File: src/include/shifter_defs.svh
/*
 * shift register sizing
 * widths of the register word, the step count and the toggle count
 */
`ifndef SHIFTER_DEFS_SVH
`define SHIFTER_DEFS_SVH

// register word
`define SHIFT_WIDTH 16

// step count, 0 to 16 steps
`define STEP_WIDTH 5

// toggle count, 16 bits times 16 steps at most
`define TOGGLE_WIDTH 9

`endif
File: src/meterPkg.sv
/*
 * activity metering types
 * toggle count and controller states
 */
`default_nettype none

`include "shifter_defs.svh"

package meterPkg;

  // bit flips over one command
  typedef logic [`TOGGLE_WIDTH-1:0] toggleCount_t;

  // controller sequence
  typedef enum logic [1:0] {
    ST_IDLE   = 2'd0,
    ST_RUN    = 2'd1,
    ST_REPORT = 2'd2
  } ctrlState_t;

endpackage

`default_nettype wire

File: src/shiftPkg.sv
/*
 * shift register command types
 * operating modes plus the command and result words of both channels
 */
`default_nettype none

`include "shifter_defs.svh"

package shiftPkg;

  // register operation per step
  typedef enum logic [2:0] {
    MODE_HOLD = 3'd0,
    MODE_LOAD = 3'd1,
    MODE_SHL  = 3'd2,
    MODE_SHR  = 3'd3,
    MODE_ROL  = 3'd4,
    MODE_ROR  = 3'd5
  } shiftMode_t;

  // command word, 25 bits
  typedef struct packed {
    shiftMode_t                mode;
    logic [`SHIFT_WIDTH-1:0]   data;
    logic                      serialIn;
    logic [`STEP_WIDTH-1:0]    steps;
  } shiftCmd_t;

  // result word, 25 bits
  typedef struct packed {
    logic [`SHIFT_WIDTH-1:0]   value;
    logic [`TOGGLE_WIDTH-1:0]  toggles;
  } shiftResult_t;

endpackage

`default_nettype wire

File: src/shiftBus.sv
/*
 * internal shift bus
 * joins the controller, the register lane and the toggle meter
 */
`timescale 1ns/100ps
`default_nettype none

`include "shifter_defs.svh"

interface shiftBus;
  import shiftPkg::*;
  import meterPkg::*;

  // one register update per cycle while high
  logic                     step;
  shiftMode_t               mode;
  logic                     serialIn;
  logic [`SHIFT_WIDTH-1:0]  loadData;
  // zeroes the meter at command start
  logic                     clear;
  logic [`SHIFT_WIDTH-1:0]  q;
  toggleCount_t             toggles;

  modport ctrl  (output step, mode, serialIn, loadData, clear, input q, toggles);
  modport lane  (input step, mode, serialIn, loadData, output q);
  modport meter (input clear, q, output toggles);

endinterface

`default_nettype wire

File: src/shiftTop.sv
/*
 * universal shift register with activity metering
 * command and result channels buffered, controller, lane and meter on one bus
 */
`timescale 1ns/100ps
`default_nettype none

`include "shifter_defs.svh"

module shiftTop (
  input  wire logic                     CLK,
  input  wire logic                     oD,
  input  wire logic                     cmdValid,
  output logic                          cmdReady,
  input  wire shiftPkg::shiftMode_t     cmdMode,
  input  wire logic [`SHIFT_WIDTH-1:0]  cmdData,
  input  wire logic                     cmdSerial,
  input  wire logic [`STEP_WIDTH-1:0]   cmdSteps,
  output logic                          resValid,
  input  wire logic                     resReady,
  output logic [`SHIFT_WIDTH-1:0]       resValue,
  output meterPkg::toggleCount_t        resToggles
);
  import shiftPkg::*;

  shiftCmd_t     cmdIn;
  shiftCmd_t     cmdOut;
  logic          cmdOutValid;
  logic          cmdOutReady;
  shiftResult_t  resIn;
  shiftResult_t  resOut;
  logic          resInValid;
  logic          resInReady;

  shiftBus bus ();

  assign cmdIn = '{mode: cmdMode, data: cmdData, serialIn: cmdSerial, steps: cmdSteps};

  // command side
  skidBuffer #(.payload_t(shiftCmd_t)) u_cmdBuf (
    .CLK(CLK), .oD(oD),
    .inValid(cmdValid), .inReady(cmdReady), .inData(cmdIn),
    .outValid(cmdOutValid), .outReady(cmdOutReady), .outData(cmdOut)
  );

  shiftControl u_ctrl (
    .CLK(CLK), .oD(oD),
    .cmdValid(cmdOutValid), .cmdReady(cmdOutReady), .cmd(cmdOut),
    .resValid(resInValid), .resReady(resInReady), .result(resIn),
    .bus(bus.ctrl)
  );

  shiftLane u_lane (.CLK(CLK), .oD(oD), .bus(bus.lane));

  toggleCounter u_meter (.CLK(CLK), .oD(oD), .bus(bus.meter));

  // result side, queues under back-pressure
  skidBuffer #(.payload_t(shiftResult_t)) u_resBuf (
    .CLK(CLK), .oD(oD),
    .inValid(resInValid), .inReady(resInReady), .inData(resIn),
    .outValid(resValid), .outReady(resReady), .outData(resOut)
  );

  assign resValue   = resOut.value;
  assign resToggles = resOut.toggles;

endmodule

`default_nettype wire

File: src/toggleCounter.sv
/*
 * toggle meter
 * sums bit flips between successive register values per command
 */
`timescale 1ns/100ps
`default_nettype none

`include "shifter_defs.svh"

module toggleCounter (
  input  wire logic  CLK,
  input  wire logic  oD,
  shiftBus.meter     bus
);
  import meterPkg::*;

  logic [`SHIFT_WIDTH-1:0] prevQ;
  logic [`SHIFT_WIDTH-1:0] flips;
  toggleCount_t            count;

  // bits that changed on the last update
  assign flips = bus.q ^ prevQ;

  always_ff @(posedge CLK or negedge oD) begin
    if (!oD) begin
      prevQ <= '0;
      count <= '0;
    end else begin
      prevQ <= bus.q;
      if (bus.clear) begin
        count <= '0;
      end else begin
        // counted one cycle after the step
        count <= count + toggleCount_t'($countones(flips));
      end
    end
  end

  assign bus.toggles = count;

  // only clear brings the count down
  countMonotonic: assert property (@(posedge CLK) disable iff (!oD)
    !bus.clear |=> bus.toggles >= $past(bus.toggles));

endmodule

`default_nettype wire

File: src/shiftLane.sv
/*
 * 16-bit universal shift register
 * per-bit selection of neighbor, end fill and load data, clocked on step
 */
`timescale 1ns/100ps
`default_nettype none

`include "shifter_defs.svh"

module shiftLane (
  input  wire logic  CLK,
  input  wire logic  oD,
  shiftBus.lane      bus
);
  import shiftPkg::*;

  localparam int width = `SHIFT_WIDTH;

  logic [width-1:0] q;
  logic [width-1:0] nextQ;
  logic             dirLeft;
  logic             rotate;
  logic             load;
  logic             hold;
  logic             fillLow;
  logic             fillHigh;

  // mode decode
  assign dirLeft = (bus.mode == MODE_SHL) || (bus.mode == MODE_ROL);
  assign rotate  = (bus.mode == MODE_ROL) || (bus.mode == MODE_ROR);
  assign load    = (bus.mode == MODE_LOAD);
  assign hold    = (bus.mode == MODE_HOLD);

  // end bits take serial input or wrap around
  assign fillLow  = rotate ? q[width-1] : bus.serialIn;
  assign fillHigh = rotate ? q[0] : bus.serialIn;

  for (genvar i = 0; i < width; i++) begin : gSlice
    logic moved;
    if (i == 0) begin : gRight
      // lsb slice, fill enters on a left move
      assign moved = dirLeft ? fillLow : q[1];
    end else if (i == width - 1) begin : gLeft
      // msb slice, fill enters on a right move
      assign moved = dirLeft ? q[i-1] : fillHigh;
    end else begin : gMid
      assign moved = dirLeft ? q[i-1] : q[i+1];
    end
    // load wins over the move
    assign nextQ[i] = load ? bus.loadData[i] : (hold ? q[i] : moved);
  end

  always_ff @(posedge CLK or negedge oD) begin
    if (!oD) begin
      q <= '0;
    end else if (bus.step) begin
      q <= nextQ;
    end
  end

  assign bus.q = q;

endmodule

`default_nettype wire

File: src/shiftControl.sv
/*
 * shift register controller
 * takes a command, paces the steps, waits for the meter, then reports
 */
`timescale 1ns/100ps
`default_nettype none

`include "shifter_defs.svh"

module shiftControl (
  input  wire logic                   CLK,
  input  wire logic                   oD,
  input  wire logic                   cmdValid,
  output logic                        cmdReady,
  input  wire shiftPkg::shiftCmd_t    cmd,
  output logic                        resValid,
  input  wire logic                   resReady,
  output shiftPkg::shiftResult_t      result,
  shiftBus.ctrl                       bus
);
  import shiftPkg::*;
  import meterPkg::*;

  localparam logic [`STEP_WIDTH-1:0] oneStep = 1;

  ctrlState_t               state;
  logic [`STEP_WIDTH-1:0]   remaining;
  logic [`STEP_WIDTH-1:0]   effSteps;
  logic                     stepQ;
  logic                     resValidQ;
  logic                     accept;
  shiftMode_t               modeQ;
  logic [`SHIFT_WIDTH-1:0]  dataQ;
  logic                     serialQ;
  shiftResult_t             resultQ;

  assign cmdReady = (state == ST_IDLE);
  assign accept   = cmdValid && cmdReady;

  // load and hold are single updates
  assign effSteps = (cmd.mode == MODE_LOAD || cmd.mode == MODE_HOLD) ? oneStep : cmd.steps;

  always_ff @(posedge CLK or negedge oD) begin
    if (!oD) begin
      state     <= ST_IDLE;
      remaining <= '0;
      stepQ     <= 1'b0;
      resValidQ <= 1'b0;
    end else begin
      case (state)
        ST_IDLE: begin
          if (accept) begin
            remaining <= effSteps;
            stepQ     <= (effSteps != '0);
            // zero-step shift or rotate goes straight to report
            state     <= (effSteps != '0) ? ST_RUN : ST_REPORT;
          end
        end
        ST_RUN: begin
          if (stepQ) begin
            remaining <= remaining - 1'b1;
            stepQ     <= (remaining != oneStep);
          end else begin
            // one idle cycle so the meter counts the last step
            state <= ST_REPORT;
          end
        end
        ST_REPORT: begin
          if (!resValidQ) begin
            resValidQ <= 1'b1;
          end else if (resReady) begin
            resValidQ <= 1'b0;
            state     <= ST_IDLE;
          end
        end
        default: state <= ST_IDLE;
      endcase
    end
  end

  // latched command and result words
  always_ff @(posedge CLK) begin
    if (accept) begin
      modeQ   <= cmd.mode;
      dataQ   <= cmd.data;
      serialQ <= cmd.serialIn;
    end
    if (state == ST_REPORT && !resValidQ) begin
      resultQ <= '{value: bus.q, toggles: bus.toggles};
    end
  end

  assign bus.step     = stepQ;
  assign bus.clear    = accept;
  assign bus.mode     = modeQ;
  assign bus.serialIn = serialQ;
  assign bus.loadData = dataQ;
  assign resValid     = resValidQ;
  assign result       = resultQ;

  stepOnlyInRun: assert property (@(posedge CLK) disable iff (!oD)
    bus.step |-> state == ST_RUN);

  // no new command while a run or a report is pending
  readyOnlyIdle: assert property (@(posedge CLK) disable iff (!oD)
    cmdReady |-> !bus.step && !resValidQ);

endmodule

`default_nettype wire

File: src/skidBuffer.sv
/*
 * two-entry valid/ready skid buffer
 * main slot drives the output, skid slot catches data while the output stalls
 */
`timescale 1ns/100ps
`default_nettype none

`include "shifter_defs.svh"

module skidBuffer #(
  parameter type payload_t = logic [`SHIFT_WIDTH-1:0]
) (
  input  wire logic      CLK,
  input  wire logic      oD,
  input  wire logic      inValid,
  output logic           inReady,
  input  wire payload_t  inData,
  output logic           outValid,
  input  wire logic      outReady,
  output payload_t       outData
);

  payload_t mainData;
  payload_t skidData;
  logic     mainValid;
  logic     skidValid;
  logic     readyQ;
  logic     inFire;
  logic     outFire;
  logic     refill;

  assign inFire  = inValid && readyQ;
  assign outFire = mainValid && outReady;
  // main slot can take a word this cycle
  assign refill  = outFire || !mainValid;

  // ready is registered, low in reset and whenever the skid slot holds data
  always_ff @(posedge CLK or negedge oD) begin
    if (!oD) begin
      mainValid <= 1'b0;
      skidValid <= 1'b0;
      readyQ    <= 1'b0;
    end else if (refill) begin
      mainValid <= skidValid || inFire;
      skidValid <= 1'b0;
      readyQ    <= 1'b1;
    end else begin
      skidValid <= skidValid || inFire;
      readyQ    <= !(skidValid || inFire);
    end
  end

  always_ff @(posedge CLK) begin
    // skid word goes first to keep order
    if (refill && (skidValid || inFire)) begin
      mainData <= skidValid ? skidData : inData;
    end
    if (!refill && inFire) begin
      skidData <= inData;
    end
  end

  assign inReady  = readyQ;
  assign outValid = mainValid;
  assign outData  = mainData;

  // stalled output word must not change before it is taken
  outHoldStable: assert property (@(posedge CLK) disable iff (!oD)
    outValid && !outReady |=> outValid && $stable(outData));

endmodule

`default_nettype wire

File: config.mk
export PLATFORM = sky130hd
export DESIGN_NAME = shiftTop
export DESIGN_NICKNAME = d
export VERILOG_FILES = /design/src/meterPkg.sv /design/src/shiftPkg.sv /design/src/shiftBus.sv /design/src/shiftTop.sv /design/src/toggleCounter.sv /design/src/shiftLane.sv /design/src/shiftControl.sv /design/src/skidBuffer.sv
export VERILOG_INCLUDE_DIRS = /design/src /design/src/include
export SDC_FILE = /design/constraint.sdc
export NUM_CORES = 1
export LEC_CHECK = 0
export ABC_CLOCK_PERIOD_IN_PS = 4500
export BUFFER_PORTS_ARGS = -buffer_cell sky130_fd_sc_hd__buf_2
export CORE_AREA = 2 2 185 187
export CTS_CLUSTER_SIZE = 30
export DETAILED_ROUTE_END_ITERATION = 8
export DIE_AREA = 0 0 187 189
export PLACE_DENSITY = 0.47
export SLEW_MARGIN = 20
export SYNTH_ARGS = -nofsm -noshare
export SYNTH_HDL_FRONTEND = slang
export SYNTH_SLANG_ARGS = --single-unit
File: constraint.sdc
create_clock -name CLK -period 4.5 [get_ports CLK]
set_clock_uncertainty 0.1 [all_clocks]
set_input_delay 0.45 -clock CLK [delete_from_list [all_inputs] [get_ports CLK]]
set_output_delay 0.45 -clock CLK [all_outputs]
set_load 0.005 [all_outputs]
==> qor.yml, run 1 <==
outcome:
  status: "finished, violations left"
  violations: "hold timing, setup timing"
run:
  drv_cap: 0
sta:
  fin_ws_ps: -100.3
  slew_viol_final: 0
  fin_crit_ps: 4600
  rsz0062_at_grt: "true"
  finalCritPeriodShare_pct: 102.2
  finalSetupViolCount: 3
  fin_tns_setup_ps: -147.4
  holdWs_ps: -14.54
  hold_viol: 5
  max_freq_mhz: 217.4
  slew_headroom_pct: 30.13
  tightest_slew_ps: 1048
worst_setup_path:
  r2r_cells: 15
  crit_type: "reg -> reg"
  cp-start-kind: "flip-flop"
  crit_path_end_kind: "flip-flop"
  path_max_fanout: 3
  critical_path_required_ps: 4790
  crit_arrival_ps: 4890
layout:
  nNetsFinal: 664
  multi_input_area_um2: 2336
  antenna_cells: 0
  drive_gt1_share_pct: 30.58
  fill_cells: 3339
  areaGrowthSynthToFinish_pct: 20.87
  seqCellArea_um2: 5756
  final_common_cell: "edfxtp_1"
  final_cell_mix: "edfxtp_1 (145), dfrtp_1 (56), buf_2 (55)"
  finish.utilization_pct: 29.98
drt:
  wl_mm: 15.28
  wire_per_inst_um: 14.33
  ant_nets: 0
  vias_per_cell: 4.207
  drc_errors: 0
  drt_iter0_markers: 262
  first_pass_iters: 4
  vias: 4485
cts:
  cts_buffer_depth: 3
  h-tree-depth: 1
  root_buffer: "clkbuf_16"
  clk_latency_ps: 500
  ctsHoldBuffers: 0
  cts_tree: "yes"
  cts_sinks: 201
  clk_pin_slew_ps: 60
  cts_made_buffers: 23
synthesis:
  avgSynthCellArea_um2: 15.88
  syn_area_um2: 8255
  syn_nets: 582
  synth_cell_type_count: 50
  synth_edf_count: 145
  seq_area_frac_synth_pct: 69.72
  syn_inst: 520
  ys_ff_latch: 201
  ys.flop_type: "edfxtp_1"
  async_reset_ff_share_pct: 27.86
  yosysWarnings: 0
floorplan:
  die_y_um: 189
  initial_core_util_pct: 24.81
  die_area_um2: 35340
  die_w_um: 187
  core_um2: 33280
  row_count: 67
  pin_count: 56
global_route:
  grt_max_degree: 57
  antenna_found_initial: 0
  grt_usage_pct: 8.701
  grt_pass1_vias: 4671
  grt_pass1_wl_mm: 25.12
  grt.overflow.total: 0
hold_path:
  worstHoldPathType: "in -> async"
placement:
  dp_hpwl_mm: 10.69
  place_congestion: 0.7890
  io_buffers: 55
==> metal layers <==
layer  global-route usage (%)  vias up  share of wire, %
met2                    13.37      111                45
met3                    2.095       29               5.1
met1                    12.07     2219                48
met5                        0        -                 0
li1                         -     2126                 -
met4                    2.869        0               2.2
==> repair_timing <==
action                                  4_1_cts  5_1_grt
pin swaps                                     3        4
buffers inserted                              0        2
resized for setup                             2        5
endpoints found under the setup margin        4        5
==> logic make-up (layout without fill, tap and decap cells) <==
group,count (synthesis),in the layout,share of synthesized area (%)
buffers and inverters,49,147,2.667
muxes,53,53,7.199
DFF,201,201,69.72
adders and majority gates,33,33,6.184
AOI/OAI and AO/OA,96,96,8.336
xor gates and xnor gates,17,17,1.804
and+or+nand+nor,71,71,4.092
==> layout make-up <==
| class | count | area share, % |
|---|---|---|
| Sequential cell | 201 | 57.68 |
| Multi-Input combinational cell | 270 | 23.41 |
| Clock buffer | 24 | 5.806 |
| Tap cell | 448 | 5.618 |
| Timing Repair Buffer | 78 | 4.527 |
| Clock inverter | 17 | 1.881 |
| Inverter | 28 | 1.078 |
==> registers in the layout (all words and copies together), names as in the netlist <==
signal	count
u_cmdBuf.outData	25
u_cmdBuf.skidData	25
u_ctrl.result	25
u_resBuf.outData	25
u_resBuf.skidData	25
u_ctrl.bus.loadData	16
u_lane.bus.q	16
u_meter.prevQ	16
u_meter.bus.toggles	9
u_ctrl.remaining	5
u_ctrl.bus.mode	3
u_ctrl.state	2
u_cmdBuf.inReady	1
u_cmdBuf.outValid	1
u_cmdBuf.skidValid	1
u_ctrl.bus.serialIn	1
u_ctrl.bus.step	1
u_ctrl.resValid	1
u_resBuf.inReady	1
u_resBuf.outValid	1
u_resBuf.skidValid	1
==> metrics by stage <==
stage          cells  area [um2]  worst slack (ps)
2_1_floorplan    520        8260            -166.8
3_3_place_gp    1023        9155            -167.1
3_5_place_dp    1023        9155            -210.2
4_1_cts         1064        9930            -88.34
5_1_grt         1066        9978            -239.3
6_report        1066        9978            -100.3
==> critical path, stage by stage (launching register included) <==
cell	delay, ps
dfrtp_1	400
xor2_1	160
ha_1	300
fa_1	570
inv_2	40
fa_1	490
fa_1	430
fa_1	490
inv_1	50
fa_2	360
inv_2	70
fa_2	200
nor2b_2	50
o31a_1	270
or4_1	380
and3_1	150
==> path summary, 6_finish.rpt <==
kind	from	end	slack, ps
worst max-delay path	u_lane.bus.q[2]	u_meter.bus.toggles[6]	-100
worst min-delay path	oD	u_cmdBuf.inReady	-10
worst max register to register	u_lane.bus.q[2]	u_meter.bus.toggles[6]	-100
worst min register to register	u_cmdBuf.outData[8]	u_ctrl.bus.loadData[2]	320
max in group asynchronous	oD	u_meter.prevQ[7]	3820
min in group CLK	cmdData[11]	u_cmdBuf.skidData[17]	40
==> Yosys cell counts (8+ instances only) <==
| library cell | number | area [um2] |
|---|---|---|
| edfxtp_1 | 145 | 4354 |
| dfrtp_1 | 56 | 1401 |
| mux2_2 | 50 | 563.0 |
| inv_1 | 26 | 97.59 |
| nand2_1 | 23 | 86.33 |
| a21oi_1 | 21 | 105.1 |
| ha_1 | 20 | 250.2 |
| xor2_1 | 17 | 148.9 |
| nor2_1 | 14 | 52.55 |
| fa_1 | 13 | 260.3 |
| o22ai_1 | 13 | 81.33 |
| buf_2 | 12 | 60.06 |
| nor3_1 | 11 | 55.05 |
| o21ai_0 | 10 | 50.05 |
| o21a_1 | 8 | 60.06 |
Power of run 1 is left out: the tool's default activity adds up to more than one toggle a clock period on the data nets, which glitch-free logic cannot reach.
==> run 2: changes to the inputs <==
--- a/config.mk
+++ b/config.mk
@@ -12,6 +12,7 @@
 export CTS_CLUSTER_SIZE = 30
 export DETAILED_ROUTE_END_ITERATION = 8
 export DIE_AREA = 0 0 187 189
+export GPL_TIMING_DRIVEN = 0
 export PLACE_DENSITY = 0.47
 export SLEW_MARGIN = 20
 export SYNTH_ARGS = -nofsm -noshare
==> qor.yml, run 2 (synthesis results as in run 1) <==
global_route:
  grt_pass1_wl_mm: 25.44  # +1.3%
  grt_pass1_vias: 4833  # +3.5%
  grt.overflow.total: 0  # unchanged
  grt_max_degree: 57  # unchanged
  grt_usage_pct: 8.801  # +0.099 points
  antenna_found_initial: 0  # unchanged
cts:
  cts_made_buffers: 23  # unchanged
  cts_sinks: 201  # unchanged
  clk_latency_ps: 510  # about the same
  clk_pin_slew_ps: 60  # about the same
  root_buffer: "clkbuf_16"
  cts_tree: "yes"
  h-tree-depth: 1  # unchanged
  cts_buffer_depth: 3  # unchanged
layout:
  areaGrowthSynthToFinish_pct: 22.92
  nNetsFinal: 681  # +2.6%
  drive_gt1_share_pct: 34.28  # +3.7 points
  fill_cells: 3311  # -0.84%
  antenna_cells: 0  # unchanged
  final_cell_mix: "edfxtp_1 (145), buf_2 (66), mux2_2 (50)"
  finish.utilization_pct: 30.49  # +0.51 points
  final_common_cell: "edfxtp_1"
hold_path:
  whs_path_depth: 1
  worstHoldPathType: "in -> reg"
floorplan:
  die_y_um: 189  # unchanged
  pin_count: 56  # unchanged
  die_w_um: 187  # unchanged
  row_count: 67  # unchanged
  die_area_um2: 35340  # unchanged
  core_um2: 33280  # unchanged
  initial_core_util_pct: 24.81  # unchanged
placement:
  place_congestion: 0.7940  # +0.63%
  dp_hpwl_mm: 10.64  # -0.47%
  io_buffers: 55  # unchanged
  pre_cts_slack_ps: -462.7  # -252.5 ps
worst_setup_path:
  critPathSlowestCell: "fa_1"
  critical_path_required_ps: 4790  # about the same
  path_buf_inv: 3  # unchanged
  crit_chain: "xor2_1 -> ha_1 -> fa_1 -> inv_1 -> fa_1 -> fa_1 -> fa_1 -> inv_2 -> fa_2 -> inv_2 -> fa_2 -> nor2b_2 -> o31a_1 -> or4_1 -> and3_1"
  crit_arrival_ps: 4980  # +90 ps
  path_max_fanout: 3  # unchanged
  slowest_delay_ps: 540  # -30 ps
  crit_top_cell: "fa_1"
  crit_type: "reg -> reg"
  cp-start-kind: "flip-flop"
  crit_family: "adder cells"
  crit_path_end_kind: "flip-flop"
  path_depth: 15  # unchanged
  r2r_cells: 15  # unchanged
drt:
  wire_per_inst_um: 14.26  # -0.51%
  drt_iter0_markers: 184  # -30%
  wl_mm: 15.45  # +1.2%
  drc_errors: 0  # unchanged
  vias_per_cell: 4.167  # -0.96%
  ant_nets: 0  # unchanged
  vias: 4517  # +0.71%
  first_pass_iters: 4  # unchanged
outcome:
  violations: "setup timing"
  status: "finished, violations left"
sta:
  fin_ws_ps: -194.7  # -94.45 ps
  finalCritPeriodShare_pct: 104.3  # +2.1 points
  holdWs_ps: 23.42  # +37.96 ps
  hold_viol: 0  # -5
  max_freq_mhz: 213.0  # -2.0%
  finalSetupViolCount: 2  # -1
  fin_crit_ps: 4695  # +94.44 ps
  slew_headroom_pct: 51.48  # +21 points
  slew_viol_final: 0  # unchanged
  tightest_slew_ps: 727.9  # -320.1 ps
  rsz0062_at_grt: "true"
run:
  drv_cap: 0  # unchanged
==> run 2: timing repair <==
action	CTS	global route
pin swaps	6	6
endpoints found under the setup margin	5	4
hold buffers	1	0
resized for setup	17	6
hold endpoints to repair	56	0
setup buffers	11	6
==> run 2: worst register-to-register path, delay by kind of cell, from the launching register on <==
kind	cells	cell delay [ps]
DFF	1	420
and+or+nand+nor	3	610
adders and majority gates	7	2860
buffers and inverters	3	150
AOI/OAI and AO/OA	1	270
xor gates and xnor gates	1	150
==> run 2: layout make-up <==
| class | instances | area [um2] | area share (%) |
|---|---|---|---|
| flip-flops and latches | 201 | 5771 | 56.87 |
| multi-input cells | 270 | 2379 | 23.44 |
| plain buffers | 21 | 112.6 | 1.110 |
| repair buffers | 74 | 442.9 | 4.365 |
| clock buffers | 28 | 614.3 | 6.054 |
| well taps | 448 | 560.5 | 5.524 |
| inverters | 28 | 107.6 | 1.060 |
| clock inverters | 14 | 160.2 | 1.578 |
==> run 2: path summary, 6_finish.rpt <==
| kind | start | end | slack, ps |
|---|---|---|---|
| max in group asynchronous | oD | u_lane.bus.q[11] | 3330 |
| min in group asynchronous | oD | u_ctrl.remaining[2] | 440 |
| max reg2reg | u_lane.bus.q[3] | u_meter.bus.toggles[6] | -190 |
| min reg2reg | u_cmdBuf.outData[17] | u_ctrl.bus.loadData[11] | 320 |
| min | cmdData[8] | u_cmdBuf.skidData[14] | 20 |
| max | u_lane.bus.q[3] | u_meter.bus.toggles[6] | -190 |
==> run 2: metal layers <==
metal | global-route usage [%] | share of wire (%)
met5 | 0 | 0
met4 | 3.419 | 3.3
met3 | 1.965 | 5.1
met2 | 13.93 | 46
met1 | 11.77 | 46
==> run 2: per-stage QoR <==
stage	cell area [um2]	instances	TNS (ps)
floorplan	8260	520	-205.7
global placement	9096	1023	-1011
detailed placement	9168	1024	-1092
CTS	10070	1078	-331.7
global route	10150	1084	-842.6
finish	10150	1084	-309.4
Power of run 2 is left out for the same reason.
==> run 3: changes to the inputs <==
==> constraint.sdc (replaced) <==
create_clock -name CLK -period 4.5 [get_ports CLK]
set_clock_uncertainty 0.1 [all_clocks]
set_input_delay 0.9 -clock CLK [delete_from_list [all_inputs] [get_ports CLK]]
set_output_delay 0.9 -clock CLK [all_outputs]
set_load 0.005 [all_outputs]
==> qor.yml, run 3 (synthesis results as in run 1) <==
outcome:
  status: "finished, violations left"
  violations: "setup timing"
sta:
  fin_crit_ps: 4696  # +1.190 ps
  hold_viol: 0  # unchanged
  tightest_slew_ps: 725.7  # -2.178 ps
  slew_headroom_pct: 51.62  # +0.15 points
  fin_tns_setup_ps: -311.7  # -2.304 ps
  slew_viol_final: 0  # unchanged
  rsz0062_at_grt: "true"
  finalCritPeriodShare_pct: 104.4  # about the same
  finalSetupViolCount: 2  # unchanged
  fin_ws_ps: -195.9  # -1.190 ps
  max_freq_mhz: 213.0  # about the same
drt:
  ant_nets: 0  # unchanged
  wl_mm: 15.45  # about the same
  drc_errors: 0  # unchanged
  vias: 4502  # -0.33%
  drt_iter0_markers: 207  # +13%
  vias_per_cell: 4.157  # -0.24%
  wire_per_inst_um: 14.26  # about the same
  first_pass_iters: 5  # +1
cts:
  root_buffer: "clkbuf_16"
  clk_latency_ps: 510  # about the same
  cts_buffer_depth: 3  # unchanged
  clk_pin_slew_ps: 60  # about the same
  h-tree-depth: 1  # unchanged
  cts_sinks: 201  # unchanged
  cts_tree: "yes"
  cts_made_buffers: 23  # unchanged
placement:
  place_congestion: 0.7940  # unchanged
  io_buffers: 55  # unchanged
  pre_cts_slack_ps: -462.7  # unchanged
  dp_hpwl_mm: 10.64  # unchanged
  dpl_cell_area_um2: 9168  # unchanged
global_route:
  gr-usage-met1_pct: 11.76  # -0.012 points
  grtUsageMet3_pct: 1.965  # unchanged
  grt_use_met2_pct: 13.93  # unchanged
  antenna_found_initial: 0  # unchanged
  grt_pass1_wl_mm: 25.42  # about the same
  top_usage_layer: "met2"
  grt.overflow.total: 0  # unchanged
  grt_usage_pct: 8.797  # about the same
  grt_pass1_vias: 4824  # -0.19%
  grt_max_degree: 57  # unchanged
run:
  drv_cap: 0  # unchanged
layout:
  final_area_um2: 10140  # about the same
  fill_cells: 3312  # +0.030%
  final_common_cell: "edfxtp_1"
  final_cell_mix: "edfxtp_1 (145), buf_2 (66), mux2_2 (50)"
  drive_gt1_share_pct: 34.33  # +0.054 points
  nNetsFinal: 680  # -0.15%
  antenna_cells: 0  # unchanged
  areaGrowthSynthToFinish_pct: 22.79  # about the same
  finish.utilization_pct: 30.46  # about the same
worst_setup_path:
  path_max_fanout: 3  # unchanged
  crit_path_end_kind: "flip-flop"
  cp-start-kind: "flip-flop"
  crit_arrival_ps: 4980  # about the same
  critical_path_required_ps: 4780  # about the same
  crit_type: "reg -> reg"
floorplan:
  row_count: 67  # unchanged
  die_area_um2: 35340  # unchanged
  initial_core_util_pct: 24.81  # unchanged
  pin_count: 56  # unchanged
  die_y_um: 189  # unchanged
  core_um2: 33280  # unchanged
  die_w_um: 187  # unchanged
hold_path:
  worstHoldPathType: "reg -> reg"
run 3: final timing paths:
| path | startpoint | end | slack [ps] | cells past startpoint |
|---|---|---|---|---|
| max | u_lane.bus.q[3] | u_meter.bus.toggles[6] | -200 | 15 |
| min | u_cmdBuf.outData[17] | u_ctrl.bus.loadData[11] | 320 | 0 |
| max reg2reg | u_lane.bus.q[3] | u_meter.bus.toggles[6] | -200 | 15 |
| min reg2reg | u_cmdBuf.outData[17] | u_ctrl.bus.loadData[11] | 320 | 0 |
| max in group asynchronous | oD | u_lane.bus.q[8] | 3430 | 1 |
| min in group asynchronous | oD | u_ctrl.remaining[2] | 330 | 1 |
run 3: what timing repair did:
action / CTS / global route
setup endpoints to repair: 5 / 4
setup buffers: 11 / 6
cloned: 0 / 0
hold buffers: 0 / 0
pin swaps: 6 / 6
gates resized for setup: 17 / 6
run 3: final cells by class:
class	count	area, um2	share of cell area, %
Inverter	28	107.6	1.061
Sequential cell	201	5771	56.92
Tap cell	448	560.5	5.530
Buffer	21	112.6	1.111
Clock inverter	14	160.2	1.580
Timing Repair Buffer	73	432.9	4.271
Clock buffer	28	614.3	6.060
Multi-Input combinational cell	270	2379	23.46
run 3: critical path: stages (launching register included):
cell and delay (ps):
dfrtp_2 420, xor2_1 150, ha_1 320, fa_1 540, inv_1 50, fa_1 490, fa_1 440, fa_1 510
inv_2 40, fa_2 360, inv_2 60, fa_2 200, nor2b_2 50, o31a_1 270, or4_1 400, and3_1 160
run 3: metrics by stage:
step | cells | hold slack, ps
2_1_floorplan | 520 | 300.3
3_3_place_gp | 1023 | 308.5
3_5_place_dp | 1024 | 311.1
4_1_cts | 1077 | 325.4
5_1_grt | 1083 | 330.3
6_report | 1083 | 321.2
run 3: metal layers:
layer / routed length (um) / vias to the layer above
li1: - / 2160
met1: 7174 / 2173
met2: 7009 / 129
met3: 797 / 40
met4: 465 / 0
met5: 0 / -
Power of run 3 is left out for the same reason.
